`src/verilog/icache_pkg.sv`:
```
package icache_pkg;

    // **************************************************
    // geometry
    // **************************************************
    localparam int ADDR_W     = 64;
    localparam int WORD_W     = 64;
    localparam int LINE_W     = 128;
    localparam int NUM_WAYS   = 2;
    localparam int NUM_SETS   = 64;
    localparam int INDEX_W    = 6;
    localparam int OFFSET_W   = 4;
    localparam int TAG_W      = 54;
    localparam int FIFO_DEPTH = 4;

    // axi response codes
    localparam logic [1:0] RESP_OKAY   = 2'b00;
    localparam logic [1:0] RESP_SLVERR = 2'b10;

    // miss fsm encodings
    localparam logic [2:0] ST_IDLE  = 3'd0;
    localparam logic [2:0] ST_ADDR  = 3'd1;
    localparam logic [2:0] ST_BEAT0 = 3'd2;
    localparam logic [2:0] ST_BEAT1 = 3'd3;
    localparam logic [2:0] ST_WRITE = 3'd4;
    localparam logic [2:0] ST_RESP  = 3'd5;

    // fetch address, seen either whole or split into cache fields
    typedef union packed {
        logic [ADDR_W-1:0] raw;
        struct packed {
            logic [TAG_W-1:0]   tag;
            logic [INDEX_W-1:0] index;
            logic               word_sel;
            logic [2:0]         byte_off;
        } f;
    } icache_addr_u;

endpackage

```
`src/verilog/icache_fifo.sv`:
```
`timescale 1ns/1ns

module icache_fifo #(
    parameter int WIDTH = 64
) (
    input  logic             clk,
    input  logic             rst_n,
    input  logic             push,
    input  logic             pop,
    input  logic [WIDTH-1:0] wdata,
    output logic [WIDTH-1:0] rdata,
    output logic             empty,
    output logic             full
);
    import icache_pkg::*;

    logic [WIDTH-1:0]                mem [FIFO_DEPTH];
    logic [$clog2(FIFO_DEPTH)-1:0]   wr_ptr;
    logic [$clog2(FIFO_DEPTH)-1:0]   rd_ptr;
    logic [$clog2(FIFO_DEPTH):0]     count;

    always_ff @(posedge clk) begin
        if (push) begin
            mem[wr_ptr] <= wdata;
        end
    end

    // pointers wrap on their own, depth is a power of two
    always_ff @(posedge clk or negedge rst_n) begin
        if (!rst_n) begin
            wr_ptr <= '0;
            rd_ptr <= '0;
            count  <= '0;
        end else begin
            if (push) begin
                wr_ptr <= wr_ptr + 1'b1;
            end
            if (pop) begin
                rd_ptr <= rd_ptr + 1'b1;
            end
            case ({push, pop})
                2'b10:   count <= count + 1'b1;
                2'b01:   count <= count - 1'b1;
                default: count <= count;
            endcase
        end
    end

    assign rdata = mem[rd_ptr];
    assign empty = (count == 0);
    assign full  = (count == FIFO_DEPTH);

    // users must honour full and empty
    fifo_no_overflow: assert property (@(posedge clk) disable iff (!rst_n)
        !(push && full) && !(pop && empty));

endmodule

```
`config.mk`:
```
export PLATFORM = sky130hd
export DESIGN_NAME = icache_fifo
export DESIGN_NICKNAME = d
export VERILOG_FILES = /design/src/verilog/icache_pkg.sv /design/src/verilog/icache_fifo.sv
export SDC_FILE = /design/constraint.sdc
export NUM_CORES = 1
export LEC_CHECK = 0
export BUFFER_PORTS_ARGS = -buffer_cell sky130_fd_sc_hd__buf_2
export CAP_MARGIN = 20
export CELL_PAD_IN_SITES_DETAIL_PLACEMENT = 0
export CELL_PAD_IN_SITES_GLOBAL_PLACEMENT = 1
export CORE_AREA = 3 3 184 186
export DETAILED_ROUTE_END_ITERATION = 6
export DIE_AREA = 0 0 187 189
export GPL_TIMING_DRIVEN = 0
export PLACE_DENSITY_LB_ADDON = 0.1
export SYNTH_ARGS = -nofsm -noshare
export SYNTH_HDL_FRONTEND = slang
export SYNTH_SLANG_ARGS = --single-unit
```
`constraint.sdc`:
```
create_clock -name clk -period 2.4 [get_ports clk]
set_input_delay 0.36 -clock clk [delete_from_list [all_inputs] [get_ports clk]]
set_output_delay 0.36 -clock clk [all_outputs]
set_load 0.005 [all_outputs]
```
# == After elaboration in Yosys (flattened, before gate mapping) ==
# Memory sizes are Yosys's and may differ from the RTL's.
# Cells that the tools add are included.
# classes
addsub,4
n_reduce_logical,2
muxes,3
eq_ne,3
# ops
op,n
case mux 3 bit (2 select lines),1
"adder 2 x 1 -> 2 bit, second input constant",2
"adder 3 x 1 -> 3 bit, second input constant",1
"== test 3 bit, second input constant",1
zero test 3 bit,1
"subtractor 3 x 1 -> 3 bit, second input constant",1
"== test 2 x 1 -> 1 bit, second input constant",1
"== test 2 bit, second input constant",1
two-way mux 1 bit,2
nonzero test 2 bit,1
# word_totals
n_memories,1
inputBits,68
output_inout_bits,66
ramBits,256
register_bits,7
wordCells,16
# mem_list
memory,words,word_bits,rd,rd_ports_with_merged_regs,write_ports,line,source
mem,4,64,1,0,1,icache_fifo.sv:17,logic [WIDTH-1:0] mem [FIFO_DEPTH];

# == Longest topological paths before layout ==
# Gate-level depths: netlist of run 1.
# depth
depth_word,2
depth_mapped,7
mapped_depth_nobuf,7

# == Worst setup path after synthesis of run 1 ==
# OpenSTA, ideal clock, no wires.
# synth_path
path_kind,register -> register
start,register wr_ptr[0]
end,memory mem[0][0] (enable)
t_arrival_ps,2126
synth_period_minus_slack_ps,2555
path_stages_with_launch,4
n_path_buf,0
setup_ps,429
path_slack_ps,-155
required_ps,1971
cell_sequence,dfrtp_1 -> inv_1 -> ha_1 -> and2_1
# synth_rtl
element,line,source
start: declaration,icache_fifo.sv:18,logic [$clog2(FIFO_DEPTH)-1:0] wr_ptr;
start signal: assignment,icache_fifo.sv:36,wr_ptr <= wr_ptr + 1'b1;
end: declaration,icache_fifo.sv:17,
# Straight into the memory's write port.

# == Final worst setup path of run 1 ==
# layout_path
start,register rd_ptr[0]
end,output port rdata[48]
# layout_between
elab_chain_cells,1
# layout_rtl
element,line,source
start: declaration,icache_fifo.sv:19,logic [$clog2(FIFO_DEPTH)-1:0] rd_ptr;
start signal: assignment,icache_fifo.sv:39,rd_ptr <= rd_ptr + 1'b1;
memory (4 x 64 bit),-,
end: declaration,icache_fifo.sv:11,"output logic [WIDTH-1:0] rdata,"
# Every way passes these cells.

==> metrics.md, run 1 <==
| Metric | Value |
|---|---|
| Core footprint | `around 0.032 sq mm` |
| Inst Count DP | `between 900 and 1000` |
| Antenna cell count | `0` |
| Gr ovfl total | `0` |
| NetSw | `just under 0.004 W` |
| Layout Utilization | `0.366` |
| Critical path type | `reg -> out` |
| CTS buffer count | `29` |
| Die ar. | `about 0.035 sq mm` |
| CTS clock-pin slew for the worst setup and hold paths | `approximately 0.06 ns` |
| Crit path DAT | `1.94 ns` |
| I/O pins | `134` |
| Synth warn | `0` |
| FILL cells | `between 3000 and 4000` |
| Multi-input gate area | `roughly 0.0016 sq mm` |
| Via/cell ratio | `4.36` |
| Post-synth net total | `between 400 and 500` |
| DP HPWL | `11.7 mm` |
| DIE HEIGHT | `189 um` |
| MaxCap Viol Count | `0` |
| Maximum vdd ir drop | `~0.00067 V` |
| Combinational fraction of design power | `0.291` |
| Via count | `4379` |
| LEAKAGE | `4.04 nW` |
| Largest net degree at the start of global routing | `44` |
| CP required | `2.04 ns` |
| DR pass1 iterations | `4` |
| Critical Path Sink Type | `primary output` |
| DRC viols | `0` |
| Minimum clock period | `2.30 ns` |
| Initial antenna violation count | `1` |
| H-tree levels | `1` |
| Clock skew | `around 0.0047 ns` |
| RSZ-0062 raised after global routing | `false` |
| Root buf cell | `clkbuf_16` |
| Sequential power share | `0.437` |
| Gr usage total | `0.112` |
| Syn_area_per_cell | `26.0 sq um` |
| Switching Fraction | `0.274` |
| HP Start | `pop` |
| Final Max Tran Viols | `0` |
| CP endpoint | `rdata[48]` |
| Layout cell share with drive strength beyond 1 | `0.455` |
| Slew HR | `0.559` |
| Fmax | `0.435 GHz` |
| Worst R2R Start | `wr_ptr[0]` |
| Worst-case clock buffer depth | `3` |
| Pwr/cell area | `1190 mW/mm^2` |
| Final setup viols | `0` |
| Area delta synth->final | `23.3%` |
| Layout Nets | `just over 600` |
| Crit Path Max Fanout | `10` |
| FF+latch area | `0.00786 sq mm` |
| Final Hold Fails | `0` |
| CTS sink cnt | `263` |
| Clock power frac | `0.272` |
| Initial DRC Count | `191` |
| Launch point of the worst path | `rd_ptr[0]` |
| Starting Density | `0.297` |
| Row cnt | `66` |
| Period utilization | `0.958` |
| TritonCTS clock tree | `done` |
| WL final | `19.7 mm` |
| Clk_lat worst skew | `about 0.53 ns` |
| Hold WC Path Type | `in -> reg` |
| Internal reg-to-reg setup slack | `around 0.53 ns` |
| Slew @ Worst Pin | `0.661 ns` |
| Drt wl/cell | `19.6 um` |
| Post-DRT Antenna Nets | `0` |
| CP Launch Type | `flip-flop` |
| First-pass GRT wire length | `30.2 mm` |
| Number of synthesized register bits | `263` |
| Synth unique cells | `18` |
| PnR Total Power | `~0.014 W` |
| Die W | `roughly 190 um` |
| Final Non-Filler Cells | `around 1000` |
| R2r endpoint | `mem[2][40]` |
| GP Congestion | `a little over 0.6` |
| Sequential fraction of the synthesis area | `0.817` |
| Run status | `finished, final reports clean` |
| Post-Syn Instances | `roughly 370` |
| Worst Hold Slack | `0.0331 ns` |
| Cell area after synthesis | `0.00963 sq mm` |
| Reg2Reg Depth | `4` |
| Number of port buffers | `between 100 and 150` |
| Int Pwr | `0.0103 W` |
| Vias in the first global route | `5001` |
[cell usage after synthesis]
| master | number | area [sq um] |
|---|---|---|
| buf_2 | 6 | 30.0 |
| buf_4 | 2 | 15.0 |
| buf_6 | 5 | 56.3 |
| and2_1 | 4 | 25.0 |
| ha_1 | 5 | 62.6 |
| xnor2_1 | 2 | 17.5 |
| edfxtp_1 | 256 | 7690 |
| dfrtp_1 | 7 | 175 |
| inv_1 | 6 | 22.5 |
| fa_1 | 1 | 20.0 |
| and3_1 | 1 | 6.26 |
| o21ai_0 | 2 | 10.0 |
| clkbuf_1 | 1 | 3.75 |
| nand2_1 | 3 | 11.3 |
| xor2_1 | 4 | 35.0 |
| nor2_1 | 1 | 3.75 |
| nor3_1 | 1 | 5.00 |
| mux4_2 | 64 | 1440 |
[timing repair]
item,CTS,global route
hold buffers,1,0
gates resized for setup,12,8
endpoints found under the hold margin,7,0
setup endpoints to repair,57,59
setup buffers,4,0
[logic make-up after synthesis]
kind of cell | after synthesis | share of synthesized area
compound gates | 2 | 0.00104
mux | 64 | 0.150
simple gates | 10 | 0.00533
xor+xnor | 6 | 0.00546
buf+inv | 20 | 0.0133
flops | 263 | 0.817
fa+ha+maj | 6 | 0.00858
[layout by cell type, fill, tap and decap left out, types with 2 or more instances in the layout]
master / instances
buf_4: 10
and2_4: 4
buf_2: 133
clkinv_2: 2
clkbuf_4: 2
o21ai_0: 2
clkbuf_1: 11
xor2_1: 4
edfxtp_1: 256
dfrtp_1: 6
buf_16: 3
xnor2_1: 2
ha_1: 5
nand2_1: 3
inv_1: 6
clkinv_1: 7
mux4_2: 64
buf_12: 6
clkbuf_16: 29
[flip-flops by register name, summed over array words and instances (netlist names)]
name,count
wr_ptr,2
count,3
rd_ptr,2
mem,256
[worst min-delay path by stage]
stage | slack, ns | to | depth (start not counted)
after global routing | 0.02 | mem[1][62] | 1
after CTS | 0.004 | rd_ptr[0] | 2
final | 0.03 | rd_ptr[0] | 2
after detailed placement | 0.22 | wr_ptr[0] | 1
after global placement | 0.21 | wr_ptr[1] | 1
after floorplan | 0.06 | count[0] | 0
[area by class of cell]
cell class	count	share of cell area
clock buffer	40	0.0646
multi-input combinational	88	0.139
clock inverter	10	0.00369
inverter	6	0.00190
buffer	14	0.0139
tap	442	0.0466
timing repair buffer	142	0.0681
sequential	263	0.662
[worst max-delay path, cell delays in order, from the launching register on]
cell	delay [ns]
dfrtp_2	0.41
buf_12	0.16
buf_12	0.16
mux4_2	0.53
buf_2	0.15
[power by group through the flow]
stage	clock network, W	logic (W)	registers (W)
after floorplan	0	0.00238	0.00625
after global placement	0	0.00401	0.00631
after detailed placement	0	0.00415	0.00630
after CTS	0.00401	0.00432	0.00621
after global routing	0.00421	0.00455	0.00628
final	0.00385	0.00412	0.00620
[stage by stage]
step	setup slack (ns)	cell area (sq um)	TNS, ns
6_report	0.101	11900	0
5_1_grt	0.00284	11900	0
4_1_cts	-0.0458	11900	-0.642
3_5_place_dp	0.452	11000	0
3_3_place_gp	-0.314	10900	-71.17
2_1_floorplan	0.541	9630	0
[routing by layer]
layer | global-route usage | wire [um] | up-vias
li1 | - | - | 1930
met1 | 0.138 | 8260 | 2314
met2 | 0.197 | 9990 | 96
met3 | 0.0270 | 1040 | 37
met4 | 0.0305 | 420 | 2
met5 | 0 | 12 | -
Power figures use the tool's default switching activity.
==> inputs of run 2 (changes only) <==
Settings changed: CORE_AREA 3 3 184 186 to 2 2 150 152, DIE_AREA 0 0 187 189 to 0 0 152 154, PLACE_DENSITY set to 0.73, PLACE_DENSITY_LB_ADDON 0.1 to unset.
==> metrics.md, run 2 (synthesis gave the netlist of run 1 again) <==
| Metric | Value |
|---|---|
| Run status | `finished, final reports clean` |
| Worst-case clock buffer depth | `3` |
| Area delta synth->final | `21.1%` |
| Worst Hold End | `mem[3][37]` |
| Final Hold Fails | `0` |
| WL final | `17.1 mm` |
| Pwr/cell area | `1210 mW/mm^2` |
| Drt wl/cell | `20.3 um` |
| Row cnt | `54` |
| Die W | `152 um` |
| Largest registers | `mem x256, count x3` |
| CP Launch Type | `flip-flop` |
| CTS buffer count | `28` |
| Die ar. | `roughly 0.023 sq mm` |
| CTS clock-pin slew for the worst setup and hold paths | `0.06 ns` |
| DR pass1 iterations | `4` |
| GP Congestion | `0.720` |
| Pre-CTS setup slack | `0.489 ns` |
| Commonest non-fill, non-tap cell in the layout | `edfxtp_1` |
| Hold path depth | `1` |
| Root buf cell | `clkbuf_16` |
| Clk_lat worst skew | `0.52 ns` |
| Final Max Tran Viols | `0` |
| DP HPWL | `10.5 mm` |
| Placed cell area | `0.0107 sq mm` |
| Largest net degree at the start of global routing | `34` |
| CTS sink cnt | `between 200 and 300` |
| Via count | `between 4000 and 5000` |
| Internal reg-to-reg setup slack | `0.59 ns` |
| Hold WC Path Type | `in -> reg` |
| Critical path type | `reg -> out` |
| First-pass GRT wire length | `26.6 mm` |
| Maximum vdd ir drop | `0.000759 V` |
| Commonest non-fill, non-tap cells in the layout | `256 x edfxtp_1, 134 x buf_2, 64 x mux4_2` |
| Post-DRT Antenna Nets | `0` |
| Via/cell ratio | `5.15` |
| Final setup viols | `0` |
| I/O pins | `~130` |
| Period utilization | `0.964` |
| LEAKAGE | `just over 4 nW` |
| DIE HEIGHT | `154 um` |
| Final instance area | `0.0117 sq mm` |
| Fmax | `roughly 0.43 GHz` |
| Gr usage total | `0.147` |
| Setup slack after layout | `around 0.085 ns` |
| Largest register by flop count | `mem` |
| CP required | `between 2 and 2.5 ns` |
| Worst R2R Start | `wr_ptr[1]` |
| Minimum clock period | `~2.3 ns` |
| HP Start | `wdata[37]` |
| Number of port buffers | `133` |
| Initial DRC Count | `239` |
| Crit Path Max Fanout | `10` |
| RSZ-0062 raised after global routing | `false` |
| TritonCTS clock tree | `done` |
| Gr ovfl total | `0` |
| Starting Density | `0.444` |
| Initial antenna violation count | `2` |
| H-tree levels | `1` |
| Vias in the first global route | `4755` |
| Setup bufs post-CTS | `0` |
| DRC viols | `0` |
| Crit path DAT | `1.95 ns` |
| Core footprint | `0.0217 sq mm` |
| Setup TNS | `0 ns` |
| FILL cells | `~1700` |
| Clock skew | `0.00420 ns` |
| Slew HR | `0.586` |
| Critical Path Sink Type | `primary output` |
| Slew @ Worst Pin | `between 0.6 and 0.7 ns` |
| Layout cell share with drive strength beyond 1 | `0.461` |
| Layout Nets | `613` |
| Reg2Reg Depth | `4` |
| Max FFs per register | `256` |
| MaxCap Viol Count | `0` |
| R2r endpoint | `mem[1][36]` |
[run 2: worst max-delay path by stage]
stage                             to  startpoint  cells past startpoint
after floorplan            mem[2][0]   wr_ptr[0]                      3
after global placement    mem[0][36]   wr_ptr[0]                      3
after global routing       rdata[48]   rd_ptr[1]                      4
final                      rdata[30]   rd_ptr[0]                      4
after CTS                  rdata[46]   rd_ptr[1]                      4
after detailed placement   rdata[30]   rd_ptr[0]                      4
[run 2: report_power, final]
part / total (W) / internal, W / switching, W
logic: 0.00393 / 0.00201 / 0.00192
registers: 0.00621 / 0.00601 / 0.000206
clock network: 0.00392 / 0.00230 / 0.00162
total: 0.0141 / 0.0103 / 0.00376
[run 2: per-layer routing]
layer	vias to the layer above	GRT usage	wire length [um]
met4	2	0.0396	265
met5	-	0	7
met2	128	0.254	8830
met1	2246	0.190	6910
met3	26	0.0333	1030
li1	1921	-	-
[run 2: repair_timing]
item                                    CTS  global route
pin swaps                                 0             0
hold buffers                              1             0
endpoints found under the setup margin   38            46
resized for setup                         7             9
hold endpoints to repair                  7             0
[run 2: final cells by class]
cell class / instances / area, sq um / area share
diodes: 1 / 2.50 / 0.000215
multi-input cells: 88 / 1650 / 0.141
repair buffers: 138 / 756 / 0.0648
clock buffers: 32 / 737 / 0.0632
plain buffers: 14 / 161 / 0.0138
inverters: 6 / 22.5 / 0.00193
flip-flops and latches: 263 / 7860 / 0.675
clock inverters: 17 / 116 / 0.00998
well taps: 280 / 350 / 0.0301
[run 2: worst max-delay path, stage by stage, from the launching register on]
cell     delay [ns]
dfrtp_2        0.41
buf_12         0.18
buf_12         0.16
mux4_2         0.53
buf_2          0.15
[run 2: through the flow]
| stage | power, W | util | hold slack (ns) | instances |
|---|---|---|---|---|
| 6_report | 0.0141 | 0.537 | 0.0554 | 839 |
| 3_3_place_gp | 0.0101 | 0.491 | 0.202 | 784 |
| 3_5_place_dp | 0.0103 | 0.495 | 0.209 | 788 |
| 4_1_cts | 0.0143 | 0.536 | 0.0200 | 838 |
| 2_1_floorplan | 0.00863 | - | 0.0644 | 371 |
| 5_1_grt | 0.0148 | 0.537 | 0.0195 | 838 |
==> inputs of run 3 (changes only) <==
Settings changed: CORE_AREA 2 2 150 152 to 4 4 152 154, DIE_AREA 0 0 152 154 to 0 0 156 158.
==> metrics.md, run 3 (synthesis gave the netlist of run 1 again) <==
| Metric | Value |
|---|---|
| Run status | `finished, final reports clean` |
| Minimum clock period | `roughly 2.3 ns` |
| Die W | `156 um` |
| DIE HEIGHT | `158 um` |
| Via/cell ratio | `5.14` |
| Setup TNS | `0 ns` |
| GP Congestion | `0.704` |
| Vias in the first global route | `4764` |
| Initial DRC Count | `197` |
| Max incr delay on CP | `0.54 ns` |
| Largest net degree at the start of global routing | `35` |
| H-tree levels | `1` |
| Antenna cell count | `0` |
| Row cnt | `54` |
| Largest registers | `mem x256, count x3` |
| Multi-input gate area | `approximately 0.0016 sq mm` |
| Final Max Tran Viols | `0` |
| Gr ovfl total | `0` |
| Root buf cell | `clkbuf_16` |
| Clock skew | `0.00634 ns` |
| Crit path DAT | `1.94 ns` |
| First-pass GRT wire length | `26.5 mm` |
| FF+latch area | `0.00786 sq mm` |
| Critical-path cell list | `buf_12 -> buf_12 -> mux4_2 -> buf_2` |
| Worst-case clock buffer depth | `3` |
| Die ar. | `roughly 0.025 sq mm` |
| Placed cell area | `0.0107 sq mm` |
| Core footprint | `~0.022 sq mm` |
| MaxCap Viol Count | `0` |
| Critical Path Sink Type | `primary output` |
| Final instance area | `about 0.012 sq mm` |
| Cell family with most CP delay | `multiplexers` |
| Fmax | `0.435 GHz` |
| Crit Path Max Fanout | `10` |
| Largest register by flop count | `mem` |
| Layout Nets | `617` |
| CTS clock-pin slew for the worst setup and hold paths | `0.06 ns` |
| Hold WC Path Type | `in -> reg` |
| Worst Hold Slack | `between 0.06 and 0.07 ns` |
| Drt wl/cell | `approximately 20 um` |
| CP required | `2.04 ns` |
| Starting Density | `0.444` |
| Commonest non-fill, non-tap cells in the layout | `256 x edfxtp_1, 134 x buf_2, 64 x mux4_2` |
| CP Depth | `4` |
| CP Launch Type | `flip-flop` |
| Clk_lat worst skew | `just over 0.5 ns` |
| DR pass1 iterations | `4` |
| Maximum vdd ir drop | `roughly 0.00071 V` |
| DRC viols | `0` |
| Gr usage total | `0.140` |
| Buffers and inverters on the worst path | `3` |
| Max FFs per register | `between 200 and 300` |
| Number of port buffers | `133` |
| Layout cell share with drive strength beyond 1 | `0.472` |
| Worst path slowest cell | `mux4_2` |
| DP HPWL | `10.8 mm` |
| Layout Utilization | `0.538` |
| Reg2Reg Depth | `4` |
| Period utilization | `0.957` |
| WL final | `approximately 17 mm` |
| Slew HR | `0.654` |
| CTS buffer count | `27` |
| Critical path type | `reg -> out` |
| Initial antenna violation count | `1` |
| TritonCTS clock tree | `done` |
| Hold path depth | `1` |
| CTS sink cnt | `about 260` |
| Slew @ Worst Pin | `just over 0.5 ns` |
| CP most frequent cell | `buf_12` |
| Pwr/cell area | `~1200 mW/mm^2` |
| Commonest non-fill, non-tap cell in the layout | `edfxtp_1` |
| I/O pins | `between 100 and 150` |
| Final Hold Fails | `0` |
| Post-DRT Antenna Nets | `0` |
| Final setup viols | `0` |
| Area delta synth->final | `21.2%` |
| LEAKAGE | `4.05 nW` |
| Via count | `between 4000 and 5000` |
| FILL cells | `1664` |
==> run 3: cell types whose count changed in the layout (fill, tap and decap cells not counted), sizes merged <==
| cell | before | now |
|---|---|---|
| clkinv | 13 | 11 |
| buf | 146 | 151 |
| clkbuf | 37 | 36 |
| diode | 1 | 0 |
| inv | 7 | 6 |
| bufinv | 1 | 2 |
| clkinvlp | 2 | 3 |
==> run 3: what timing repair did <==
item,4_1_cts,5_1_grt
gates resized for setup,4,13
hold endpoints to repair,7,0
hold buffers,1,0
buffers inserted,0,5
endpoints found under the setup margin,20,47
==> run 3: metrics by stage <==
step	cells	setup WS [ns]	total power (W)
2_1_floorplan	371	0.541	0.00863
3_3_place_gp	784	-0.0707	0.0101
3_5_place_dp	788	0.531	0.0103
4_1_cts	836	-0.0153	0.0142
5_1_grt	841	-0.00306	0.0149
6_report	841	0.103	0.0141
==> run 3: cell type report <==
class                           count  area share
Clock inverter                     16      0.0119
Sequential cell                   263       0.674
Timing Repair Buffer              143      0.0680
Multi-Input combinational cell     88       0.141
Clock buffer                       31      0.0592
Tap cell                          280      0.0300
Buffer                             14      0.0139
Inverter                            6     0.00193
==> run 3: final timing paths <==
kind                            from          to  slack, ns
min in group asynchronous      rst_n    count[0]       0.21
max in group asynchronous      rst_n   rd_ptr[0]       2.02
setup / recovery           rd_ptr[0]   rdata[57]       0.10
hold / removal             wdata[49]  mem[0][49]       0.06
setup reg to reg           wr_ptr[0]  mem[0][38]       0.60
hold reg to reg             count[2]    count[2]       0.52
==> run 3: report_power, final <==
group / internal (W) / leakage, nW / switching, W
clock network: 0.00227 / 0.405 / 0.00161
registers: 0.00601 / 2.43 / 0.000201
logic: 0.00206 / 1.21 / 0.00193
==> run 3: layer usage <==
layer	global-route usage	wire [um]	share of wire
met5	0	7	0.00041
met4	0.0308	315	0.018
met3	0.0336	1170	0.068
met2	0.234	8480	0.49
met1	0.189	7210	0.42
