File: config.mk
export PLATFORM = sky130hd
export DESIGN_NAME = icache_ctrl_flat
export DESIGN_NICKNAME = d
export VERILOG_FILES = /design/src/verilog/icache_pkg.sv /design/src/verilog/icache_store_if.sv /design/src/verilog/icache_ctrl.sv /design/src/flat_wrapper.sv
export SDC_FILE = /design/constraint.sdc
export NUM_CORES = 1
export LEC_CHECK = 0
export BUFFER_PORTS_ARGS = -buffer_cell sky130_fd_sc_hd__buf_2
export CAP_MARGIN = 20
export CORE_AREA = 2 2 254 256
export CTS_CLUSTER_SIZE = 40
export DETAILED_ROUTE_END_ITERATION = 10
export DIE_AREA = 0 0 256 258
export SETUP_SLACK_MARGIN = 0.4
export SKIP_LAST_GASP = 1
export SYNTH_ARGS = -nofsm -noshare
export SYNTH_HDL_FRONTEND = slang
export SYNTH_SLANG_ARGS = --single-unit
File: constraint.sdc
create_clock -name clk -period 20.7 [get_ports clk]
set_input_delay 3.105 -clock clk [delete_from_list [all_inputs] [get_ports clk]]
set_output_delay 3.105 -clock clk [all_outputs]
set_load 0.05 [all_outputs]
File: src/verilog/icache_pkg.sv
package icache_pkg;

    // **************************************************
    // geometry
    // **************************************************
    localparam int ADDR_W     = 64;
    localparam int WORD_W     = 64;
    localparam int LINE_W     = 128;
    localparam int NUM_WAYS   = 2;
    localparam int NUM_SETS   = 64;
    localparam int INDEX_W    = 6;
    localparam int OFFSET_W   = 4;
    localparam int TAG_W      = 54;
    localparam int FIFO_DEPTH = 4;

    // axi response codes
    localparam logic [1:0] RESP_OKAY   = 2'b00;
    localparam logic [1:0] RESP_SLVERR = 2'b10;

    // miss fsm encodings
    localparam logic [2:0] ST_IDLE  = 3'd0;
    localparam logic [2:0] ST_ADDR  = 3'd1;
    localparam logic [2:0] ST_BEAT0 = 3'd2;
    localparam logic [2:0] ST_BEAT1 = 3'd3;
    localparam logic [2:0] ST_WRITE = 3'd4;
    localparam logic [2:0] ST_RESP  = 3'd5;

    // fetch address, seen either whole or split into cache fields
    typedef union packed {
        logic [ADDR_W-1:0] raw;
        struct packed {
            logic [TAG_W-1:0]   tag;
            logic [INDEX_W-1:0] index;
            logic               word_sel;
            logic [2:0]         byte_off;
        } f;
    } icache_addr_u;

endpackage

File: src/verilog/icache_store_if.sv
`timescale 1ns/1ns

interface icache_store_if;
    import icache_pkg::*;

    logic              rd_en;
    icache_addr_u      rd_addr;
    logic              wr_en;
    icache_addr_u      wr_addr;
    logic [LINE_W-1:0] wr_line;
    logic              hit;
    logic [LINE_W-1:0] hit_line;

    modport ctrl (
        output rd_en, rd_addr, wr_en, wr_addr, wr_line,
        input  hit, hit_line
    );

    modport store (
        input  rd_en, rd_addr, wr_en, wr_addr, wr_line,
        output hit, hit_line
    );

endinterface

File: src/verilog/icache_ctrl.sv
`timescale 1ns/1ns

module icache_ctrl (
    input  logic                             clk,
    input  logic                             rst_n,
    input  logic                             req_valid,
    input  icache_pkg::icache_addr_u         req_addr,
    output logic                             req_pop,
    input  logic                             rsp_full,
    output logic                             rsp_push,
    output logic [icache_pkg::WORD_W+1:0]    rsp_data,
    output logic                             mem_arvalid,
    input  logic                             mem_arready,
    output logic [icache_pkg::ADDR_W-1:0]    mem_araddr,
    input  logic                             mem_rvalid,
    output logic                             mem_rready,
    input  logic [icache_pkg::WORD_W-1:0]    mem_rdata,
    input  logic [1:0]                       mem_rresp,
    input  logic                             mem_rlast,
    icache_store_if.ctrl                     sif
);
    import icache_pkg::*;

    logic [2:0]        state_q;
    logic              lk_valid_q;
    icache_addr_u      lk_addr_q;
    logic [LINE_W-1:0] miss_line_q;
    logic              miss_err_q;
    logic              hit_done;
    logic              miss_done;
    logic              beat_err;
    logic [WORD_W-1:0] hit_word;
    logic [WORD_W-1:0] miss_word;

    // **************************************************
    // lookup stage
    // **************************************************
    assign hit_done  = lk_valid_q && (state_q == ST_IDLE) && sif.hit && !rsp_full;
    assign miss_done = (state_q == ST_RESP) && !rsp_full;
    assign rsp_push  = hit_done || miss_done;
    assign req_pop   = req_valid && (!lk_valid_q || rsp_push);

    always_ff @(posedge clk or negedge rst_n) begin
        if (!rst_n) begin
            lk_valid_q <= 1'b0;
        end else if (req_pop) begin
            lk_valid_q <= 1'b1;
        end else if (rsp_push) begin
            lk_valid_q <= 1'b0;
        end
    end

    always_ff @(posedge clk) begin
        if (req_pop) begin
            lk_addr_q <= req_addr;
        end
    end

    assign sif.rd_en   = req_pop;
    assign sif.rd_addr = req_addr;
    assign sif.wr_en   = (state_q == ST_WRITE);
    assign sif.wr_addr = lk_addr_q;
    assign sif.wr_line = miss_line_q;

    // **************************************************
    // miss fsm and memory read master
    // **************************************************
    assign beat_err = (mem_rresp != RESP_OKAY);

    always_ff @(posedge clk or negedge rst_n) begin
        if (!rst_n) begin
            state_q     <= ST_IDLE;
            mem_arvalid <= 1'b0;
            miss_err_q  <= 1'b0;
        end else begin
            case (state_q)
                ST_IDLE: begin
                    if (lk_valid_q && !sif.hit) begin
                        state_q     <= ST_ADDR;
                        mem_arvalid <= 1'b1;
                    end
                end
                ST_ADDR: begin
                    if (mem_arready) begin
                        state_q     <= ST_BEAT0;
                        mem_arvalid <= 1'b0;
                    end
                end
                ST_BEAT0: begin
                    if (mem_rvalid) begin
                        state_q    <= ST_BEAT1;
                        miss_err_q <= beat_err;
                    end
                end
                ST_BEAT1: begin
                    // a broken burst counts as an error too
                    if (mem_rvalid) begin
                        if (miss_err_q || beat_err || !mem_rlast) begin
                            state_q    <= ST_RESP;
                            miss_err_q <= 1'b1;
                        end else begin
                            state_q <= ST_WRITE;
                        end
                    end
                end
                ST_WRITE: begin
                    state_q <= ST_RESP;
                end
                ST_RESP: begin
                    if (!rsp_full) begin
                        state_q <= ST_IDLE;
                    end
                end
                default: begin
                    state_q     <= ST_IDLE;
                    mem_arvalid <= 1'b0;
                end
            endcase
        end
    end

    // beat 0 is the low word
    always_ff @(posedge clk) begin
        if ((state_q == ST_BEAT0) && mem_rvalid) begin
            miss_line_q[WORD_W-1:0] <= mem_rdata;
        end
        if ((state_q == ST_BEAT1) && mem_rvalid) begin
            miss_line_q[LINE_W-1:WORD_W] <= mem_rdata;
        end
    end

    assign mem_araddr = {lk_addr_q.raw[ADDR_W-1:OFFSET_W], {OFFSET_W{1'b0}}};
    assign mem_rready = 1'b1;

    // **************************************************
    // response
    // **************************************************
    assign hit_word  = lk_addr_q.f.word_sel ? sif.hit_line[LINE_W-1:WORD_W]
                                            : sif.hit_line[WORD_W-1:0];
    assign miss_word = lk_addr_q.f.word_sel ? miss_line_q[LINE_W-1:WORD_W]
                                            : miss_line_q[WORD_W-1:0];

    always_comb begin
        if (state_q == ST_RESP) begin
            rsp_data = {(miss_err_q ? RESP_SLVERR : RESP_OKAY), miss_word};
        end else begin
            rsp_data = {RESP_OKAY, hit_word};
        end
    end

    ar_stable: assert property (@(posedge clk) disable iff (!rst_n)
        mem_arvalid && !mem_arready |=> mem_arvalid && $stable(mem_araddr));

endmodule

File: src/flat_wrapper.sv
// flat-port wrapper written by rule: the top's interface ports become plain ports
module icache_ctrl_flat import icache_pkg::*;
  (clk, rst_n, req_valid, req_addr, req_pop, rsp_full, rsp_push, rsp_data, mem_arvalid, mem_arready, mem_araddr, mem_rvalid, mem_rready, mem_rdata, mem_rresp, mem_rlast, sif_rd_en, sif_rd_addr, sif_wr_en, sif_wr_addr, sif_wr_line, sif_hit, sif_hit_line);
  icache_store_if sif_i ();
  input  logic clk;
  input  logic rst_n;
  input  logic req_valid;
  input  icache_pkg::icache_addr_u req_addr;
  output logic req_pop;
  input  logic rsp_full;
  output logic rsp_push;
  output logic [icache_pkg::WORD_W+1:0] rsp_data;
  output logic mem_arvalid;
  input  logic mem_arready;
  output logic [icache_pkg::ADDR_W-1:0] mem_araddr;
  input  logic mem_rvalid;
  output logic mem_rready;
  input  logic [icache_pkg::WORD_W-1:0] mem_rdata;
  input  logic [1:0] mem_rresp;
  input  logic mem_rlast;
  output wire logic [$bits(sif_i.rd_en)-1:0] sif_rd_en;
  output wire logic [$bits(sif_i.rd_addr)-1:0] sif_rd_addr;
  output wire logic [$bits(sif_i.wr_en)-1:0] sif_wr_en;
  output wire logic [$bits(sif_i.wr_addr)-1:0] sif_wr_addr;
  output wire logic [$bits(sif_i.wr_line)-1:0] sif_wr_line;
  input wire logic [$bits(sif_i.hit)-1:0] sif_hit;
  input wire logic [$bits(sif_i.hit_line)-1:0] sif_hit_line;
  assign sif_rd_en = sif_i.rd_en;
  assign sif_rd_addr = sif_i.rd_addr;
  assign sif_wr_en = sif_i.wr_en;
  assign sif_wr_addr = sif_i.wr_addr;
  assign sif_wr_line = sif_i.wr_line;
  assign sif_i.hit = sif_hit;
  assign sif_i.hit_line = sif_hit_line;
  icache_ctrl u_core (.clk(clk), .rst_n(rst_n), .req_valid(req_valid), .req_addr(req_addr), .req_pop(req_pop), .rsp_full(rsp_full), .rsp_push(rsp_push), .rsp_data(rsp_data), .mem_arvalid(mem_arvalid), .mem_arready(mem_arready), .mem_araddr(mem_araddr), .mem_rvalid(mem_rvalid), .mem_rready(mem_rready), .mem_rdata(mem_rdata), .mem_rresp(mem_rresp), .mem_rlast(mem_rlast), .sif(sif_i));
endmodule
# After elaboration in Yosys (flattened, before gate mapping)
# Index checks and enable logic that the tools add are counted.
classes:
  n_eq_ne: 11
  mux: 20
  bitwise_logic: 1
  n_reduce_logical: 24
op_table:
  columns: ["op", "n"]
  rows:
  - ["$mux W64", 2]
  - ["$mux W66", 1]
  - ["$pmux W3 S6", 1]
  - ["$mux W3", 5]
  - ["$ne A2 B2 Y1 const B", 5]
  - ["$logic_and A1 B1 Y1", 8]
  - ["$mux W1", 8]
  - ["$eq A3 B2 Y1 const B", 2]
  - ["$eq A3 B3 Y1 const B", 2]
  - ["$reduce_bool A2 Y1", 3]
  - ["$reduce_and A5 Y1", 1]
  - ["$logic_not A1 Y1", 4]
  - ["$logic_or A1 B1 Y1", 4]
  - ["$reduce_and A4 Y1", 1]
  - ["$reduce_or A4 Y1", 1]
  - ["$eq A3 B1 Y1 const B", 1]
  - ["$logic_not A3 Y1", 1]
  - ["$pmux W1 S3", 1]
  - ["$reduce_and A3 Y1", 1]
  - ["$mux W2", 1]
  - ["$ne A2 B1 Y1 const B", 1]
  - ["$pmux W1 S2", 1]
  - ["$not A1 Y1", 1]
word_totals:
  ff_bits: 198
  inputBits: 266
  output_inout_bits: 392
  word_cells: 63

# Depth between registers and ports, before layout
# Gate-level depths: netlist (run 1).
depth:
  depth_word: 8
  depth_mapped: 5
  ltp_nobuf: 3

# Worst setup path after synthesis (run 1)
# OpenSTA, ideal clock, no wires.
synth_timing:
  path_type: "input port to output port"
  from: "in sif_hit"
  to: "out sif_rd_en"
  arrival_ps: 10052
  t_required_ps: 17595
  path_slack_ps: 7543
  stages: 4
  n_path_buf: 1
  path_cell_list: "nor3b_1 o21ai_1 a21boi_0 buf_4"
synth_via:
  elab_chain_len: 5
synth_rtl:
  columns: ["element", "line", "rtl"]
  rows:
  - ["start, declared", "flat_wrapper.sv:26", "input wire logic [$bits(sif_i.hit)-1:0] sif_hit;"]
  - ["$logic_and A1 B1 Y1 (2 in a row)", "icache_ctrl.sv:38", "assign hit_done = lk_valid_q && (state_q == ST_IDLE) && sif.hit && !rsp_full;"]
  - ["$logic_or A1 B1 Y1", "icache_ctrl.sv:40", "assign rsp_push = hit_done || miss_done;"]
  - ["$logic_or A1 B1 Y1", "icache_ctrl.sv:41", "assign req_pop = req_valid && (!lk_valid_q || rsp_push);"]
  - ["$logic_and A1 B1 Y1", "icache_ctrl.sv:41", null]
  - ["end, declared", "flat_wrapper.sv:21", "output wire logic [$bits(sif_i.rd_en)-1:0] sif_rd_en;"]
# Every way passes these cells.

# Worst setup path after layout (run 1)
# Ends and elaborated chain as after synthesis.

==> results of run 1 <==
-- cell type report --
cell class                 count  area, um2
fill                        6869      50770
sequential                   198       5916
timing repair buffer         658       3311
multi-input combinational    110       1971
tap                          855       1070
clock buffer                  17      425.4
clock inverter                15      161.4
antenna                        8      20.02
inverter                       2      7.507
-- state kept, by name, summed over array words and instances, names as in the netlist --
signal / flops
u_core.lk_valid_q: 1
u_core.mem_arvalid: 1
u_core.miss_err_q: 1
u_core.sif.wr_addr: 64
u_core.sif.wr_line: 128
u_core.state_q: 3
-- logic make-up after synthesis --
| logic type | share of synthesized area |
|---|---|
| mux | 0.1867 |
| other cells | 0.0008338 |
| simple gates | 0.01625 |
| buf+inv | 0.1286 |
| flops | 0.6568 |
| compound gates | 0.01084 |
-- layer usage --
| layer | wire length (um) | track usage | up-vias |
|---|---|---|---|
| li1 | - | - | 2781 |
| met1 | 15400 | 0.1286 | 3284 |
| met2 | 19630 | 0.1967 | 484 |
| met3 | 3425 | 0.04397 | 57 |
| met4 | 1489 | 0.05750 | 8 |
| met5 | 49 | 0 | - |
-- synth_stat cells (2+ instances only) --
| cell type | instances |
|---|---|
| inv_1 | 2 |
| nand2b_1 | 4 |
| conb_1 | 2 |
| edfxtp_1 | 192 |
| nor2b_1 | 4 |
| nor2_1 | 7 |
| a21oi_1 | 4 |
| buf_2 | 2 |
| nand2_1 | 2 |
| buf_4 | 132 |
| buf_6 | 13 |
| mux4_1 | 64 |
| nand3b_1 | 3 |
| dfrtp_1 | 6 |
-- power breakdown --
group | switching, mW | total (mW) | internal [mW] | leakage [nW]
sequential | 0.0401 | 0.552 | 0.512 | 1.81
combinational | 0.521 | 0.667 | 0.146 | 3.47
clock | 0.174 | 0.335 | 0.161 | 0.278
-- metrics by stage --
| step | cells | util | setup WS, ns |
|---|---|---|---|
| detailed placement | 1823 | 0.1928 | 13.02 |
| global placement | 1823 | 0.1928 | 13.03 |
| finish | 1863 | 0.2024 | 12.99 |
| floorplan | 458 | - | 7.543 |
| global route | 1862 | 0.2023 | 12.87 |
| CTS | 1855 | 0.2021 | 13.01 |
-- worst reg2reg max path, cell delays in order, from the launching register on --
cell	delay (ns)
dfrtp_1	0.51
nor3b_1	0.33
o21ai_1	0.17
a21boi_4	0.17
buf_4	0.41
buf_4	0.50
-- placed cells by master, fill, tap and decap left out --
cell type | Yosys | layout
o22ai_1 | 1 | 1
nor2b_1 | 4 | 4
o31a_1 | 1 | 1
nand2b_1 | 4 | 4
a31oi_1 | 1 | 1
clkinv_2 | 0 | 1
o21a_1 | 1 | 1
inv_8 | 0 | 5
nor2_1 | 7 | 6
a21oi_1 | 4 | 4
o21ai_0 | 1 | 1
buf_2 | 2 | 651
clkinv_8 | 0 | 4
nand3b_1 | 3 | 3
o21ai_1 | 1 | 1
and4bb_4 | 0 | 1
and2_1 | 1 | 1
edfxtp_1 | 192 | 192
nand2_1 | 2 | 2
dfrtp_1 | 6 | 6
conb_1 | 2 | 6
nor3b_1 | 1 | 1
a21o_1 | 1 | 1
o22a_1 | 1 | 1
diode_2 | 0 | 8
a22oi_1 | 1 | 1
nor2_4 | 0 | 1
inv_6 | 0 | 1
a21boi_4 | 0 | 1
o31ai_1 | 1 | 1
or3b_2 | 1 | 1
mux4_1 | 64 | 64
clkinv_1 | 0 | 1
clkbuf_16 | 0 | 17
buf_4 | 132 | 7
clkinvlp_4 | 0 | 3
nor3_1 | 1 | 1
inv_1 | 2 | 2
-- path summary, 6_finish.rpt --
check,depth (start not counted),from,to
min in group asynchronous,1,rst_n,u_core.miss_err_q
min reg2reg,2,u_core.miss_err_q,u_core.miss_err_q
max,6,sif_hit,sif_rd_en
max reg2reg,5,u_core.state_q[2],u_core.sif.wr_addr[42]
min,2,u_core.miss_err_q,u_core.miss_err_q
max in group asynchronous,1,rst_n,u_core.lk_valid_q
==> impl_results.md, run 1 <==
- Reg2reg setup slack: about 18 ns
- Ys async rst share: 0.03030
- FMAX: 0.1298 GHz
- Skew-Pair Late Insertion Delay: 0.48 ns
- RSZ-0062 raised after global routing: no
- CP Max Fanout: 33
- Cell seen most often among critical-path stages: buf_2
- Ports: ~660
- CTS tree: done
- Syn Area/Cell: around 20 um2
- Gp weighted congestion: slightly above 0.9
- Crit Path Category: in -> out
- Buffer and inverter count on the worst path: 3
- Max-cap violations: 0
- Largest net degree at the start of global routing: 58
- Tot Pwr: 1.554 mW
- Clk slew on worst S/H paths: 0.08 ns
- First-pass GRT wire length: 52270 um
- Setup-failing EPs final: 0
- Synth unique cells: 31
- Nets: between 1000 and 1500
- Die Ht: 258 um
- Syn-to-layout area delta: 43.01%
- CTS resizes: 0
- Worst-margin pin slew: 0.9313 ns
- CP peak stage delay: 0.41 ns
- Post-route design area: between 10000 and 15000 um2
- Synth area leader: edfxtp_1
- Top cells by area, synth: edfxtp_1 (64%), mux4_1 (19%), buf_4 (11%)
- Number of global-route vias before repair: between 6000 and 7000
- Rel. slew slack: 0.3791
- Die span in x: 256 um
- Synthesized flop and latch total: 198
- Hold Buf Count CTS: 0
- Sequential area share after synthesis: 0.6568
- GR Util All Layers: 0.1164
- Hold Path Class: reg -> reg
- DRC violations left: 0
- Critical-path top delay cell: buf_4
- GRT overflow: 0
- Post-synthesis cell area: 9007 um2
- Power Dens Cells: 120.6 nW/um2
- Crit share post-route: 0.3723
- Area share of the leading cell type in the synthesized netlist: 0.6401
- Hpwl dp: between 30000 and 40000 um
- CP endpoint kind: primary output
- Leakage: 5.559 nW
- DP Area: 12270 um2
- Fin Hold WS: 0.5733 ns
- # clock sinks: 198
- Final Hold Viols: 0
- Critical path data arrival time: 4.60 ns
- Num CTS Buffers: 17
- Post-synth EDFFs: 192
- Clock skew: 0.01343 ns
- Die area: 66050 um2
- Status: finished clean
- Initial antenna violation count: 14
- Setup TNS: 0 ns
- Critical Path RT: ~18 ns
- Min Tclk post-route: 7.706 ns
- Post-Synthesis Cells: 454
- Max rail drop VDD: 0.06184 mV
- CTS H-tree depth: 4
- Starting Density: 0.1415
- Core area: 63650 um2
- Root Buffer: clkbuf_16
- Via count: around 6600
- Ys flop type: edfxtp_1
- Clock buffer depth: 2
- Std-Cell Rows: 93
- Initial DRC Count: 400
- Fin. max-slew vios: 0
- Antenna viol nets, final: 0
- DR WL/cell: 21.47 um
- Startpoint types: input pin
- CP delay by family, top: buffers and inverters
- Layout cells sized above 1: 0.6930
- Post-CTS Setup Repair Bufs: 0
- Iteration count of the initial detailed-routing pass: 7
- Critical Path, Cell by Cell: buf_2 -> nor3b_1 -> o21ai_1 -> a21boi_4 -> buf_4 -> buf_2
- Routed wire length: 39990 um
- YS warnings: 0
- # port buffers: 651
- Vias per cell: 3.550
(Power assumes the default switching activity.)
==> inputs of run 2 (changes only) <==
Clock period 20.7 ns to 6.4 ns, I/O delays scaled along.
==> run 2 against run 1 <==
  * Hold slack lost 0.29 ns
  * Sequential share of layout area is essentially flat
  * Non-clock buffer count shrank 1
  * Die area is the same
  * First-iteration DRC count shrank 8.0%
  * Worst setup slack lost 11 ns
  * Largest power group unchanged
==> impl_results.md, run 2 (synthesized netlist as in run 1, its figures left out) <==
- FMAX: around 0.24 GHz
- Worst-margin pin slew: 0.9329 ns
- CP Max Fanout: between 50 and 60
- Reg2reg setup slack: about 4.0 ns
- Leakage: 5.576 nW
- Most frequent cells in the layout: buf_2 (651), edfxtp_1 (192), mux4_1 (64)
- Met2 wire length: 22310 um
- # clock sinks: 198
- Clk slew on worst S/H paths: 0.08 ns
- Top layer in use: met5
- Post-CTS Setup Repair Bufs: 0
- Max-cap violations: 0
- Ports: 658
- Critical path data arrival time: 3.19 ns
- Max rail drop VDD: 0.2355 mV
- Initial DRC Count: 368
- Reg-to-Reg Start: u_core.state_q[1]
- Clock skew: 0.01577 ns
- Via count: 6698
- Iteration count of the initial detailed-routing pass: 4
- Min Tclk post-route: approximately 4.2 ns
- CTS tree: done
- Status: finished clean
- Starting Density: 0.1415
- CTS H-tree depth: 4
- Fin Hold WS: 0.2883 ns
- Power Dens Cells: 395.9 nW/um2
- DR WL/cell: 23.49 um
- CTS resizes: 0
- Die area: between 60000 and 70000 um2
- Nets: 1252
- Number of global-route vias before repair: 6812
- Num CTS Buffers: 17
- Max reg flops: 128
- Crit share post-route: 0.6487
- Critical Path RT: 5.44 ns
- R2R depth: 3
- Antenna viol nets, final: 0
- Setup TNS: 0 ns
- Skew-Pair Late Insertion Delay: 0.48 ns
- Gp weighted congestion: approximately 1.1
- Startpoint types: register
- Wl on met1: between 15000 and 20000 um
- Die span in x: 256 um
- Routed wire length: around 44000 um
- Root Buffer: clkbuf_16
- Syn-to-layout area delta: 43.12%
- Largest net degree at the start of global routing: 62
- Hpwl dp: 37240 um
- End of the worst register-to-register path: u_core.sif.wr_line[82]
- First-pass GRT wire length: 56840 um
- Layout filler cell count: about 7000
- Clock buffer depth: 2
- GRT overflow: 0
- Initial antenna violation count: 13
- RSZ-0062 raised after global routing: no
- Fin. max-slew vios: 0
- DRC violations left: 0
- Hold Buf Count CTS: 0
- Rel. slew slack: 0.3762
- # port buffers: roughly 650
- Die Ht: approximately 260 um
- Final Hold Viols: 0
- Std-Cell Rows: between 90 and 100
- Vias per cell: 3.605
- Crit Path Category: reg -> out
- Met3 WL: 3638 um
- CP endpoint kind: primary output
- Core area: 63650 um2
- Setup-failing EPs final: 0
- Most common cell after layout, fill and taps aside: buf_2
- Hold Path Class: in -> async
- GR Util All Layers: 0.1276
- Layout cells sized above 1: 0.6937
-- run 2: changes by cell type in the layout (fill, tap and decap cells not counted) --
cell	previous run	this run
diode_2	8	4
clkinvlp_4	3	0
inv_12	0	3
clkinv_4	0	2
buf_4	7	6
clkinv_1	1	0
clkinv_2	1	0
clkinv_8	4	3
inv_6	1	2
-- run 2: metrics by stage --
step,total power [mW],instance area [um2],setup slack (ns),std cells,utilization
detailed placement,4.020,12270,2.613,1822,0.1927
finish,5.103,12890,2.248,1858,0.2025
global route,5.306,12890,2.025,1858,0.2025
CTS,5.196,12880,2.041,1854,0.2024
global placement,3.995,12270,2.746,1822,0.1927
floorplan,3.476,9026,1.515,458,-
-- run 2: worst max-delay path by stage --
stage                                 start      endpoint  slack, ns  cells past startpoint
final                     u_core.state_q[1]  rsp_data[26]       2.25                      4
after global routing      u_core.state_q[1]   rsp_data[6]       2.03                      4
after CTS                 u_core.state_q[1]  rsp_data[32]       2.04                      4
after detailed placement  u_core.state_q[1]  rsp_data[32]       2.61                      4
after global placement    u_core.state_q[1]  rsp_data[26]       2.75                      4
after floorplan                     sif_hit     sif_rd_en       1.51                      4
-- run 2: cell type report --
class / count / area, um2 / share of cell area
inverter: 2 / 7.507 / 0.0005824
timing repair buffer: 657 / 3303 / 0.2562
clock buffer: 17 / 425.4 / 0.03300
multi-input combinational: 110 / 1971 / 0.1529
antenna: 4 / 10.01 / 0.0007765
tap: 855 / 1070 / 0.08299
sequential: 198 / 5916 / 0.4589
clock inverter: 15 / 188.9 / 0.01466
-- run 2: report_power, final --
group	switching, mW	internal (mW)	total, mW	leakage (nW)
Combinational	1.69	0.469	2.16	3.46
Sequential	0.141	1.66	1.80	1.81
Clock	0.606	0.539	1.14	0.300
Total	2.44	2.66	5.10	5.58
-- run 2: worst max-delay path, stage by stage (launching register included) --
cell and delay [ns]:
dfrtp_1 0.57, nand3b_1 0.74, buf_4 0.68, mux4_1 0.40, buf_2 0.23
-- run 2: routing by layer --
metal | track usage | up-vias
met3 | 0.04545 | 58
met2 | 0.2277 | 531
li1 | - | 2782
met5 | 0 | -
met1 | 0.1409 | 3319
met4 | 0.04224 | 8
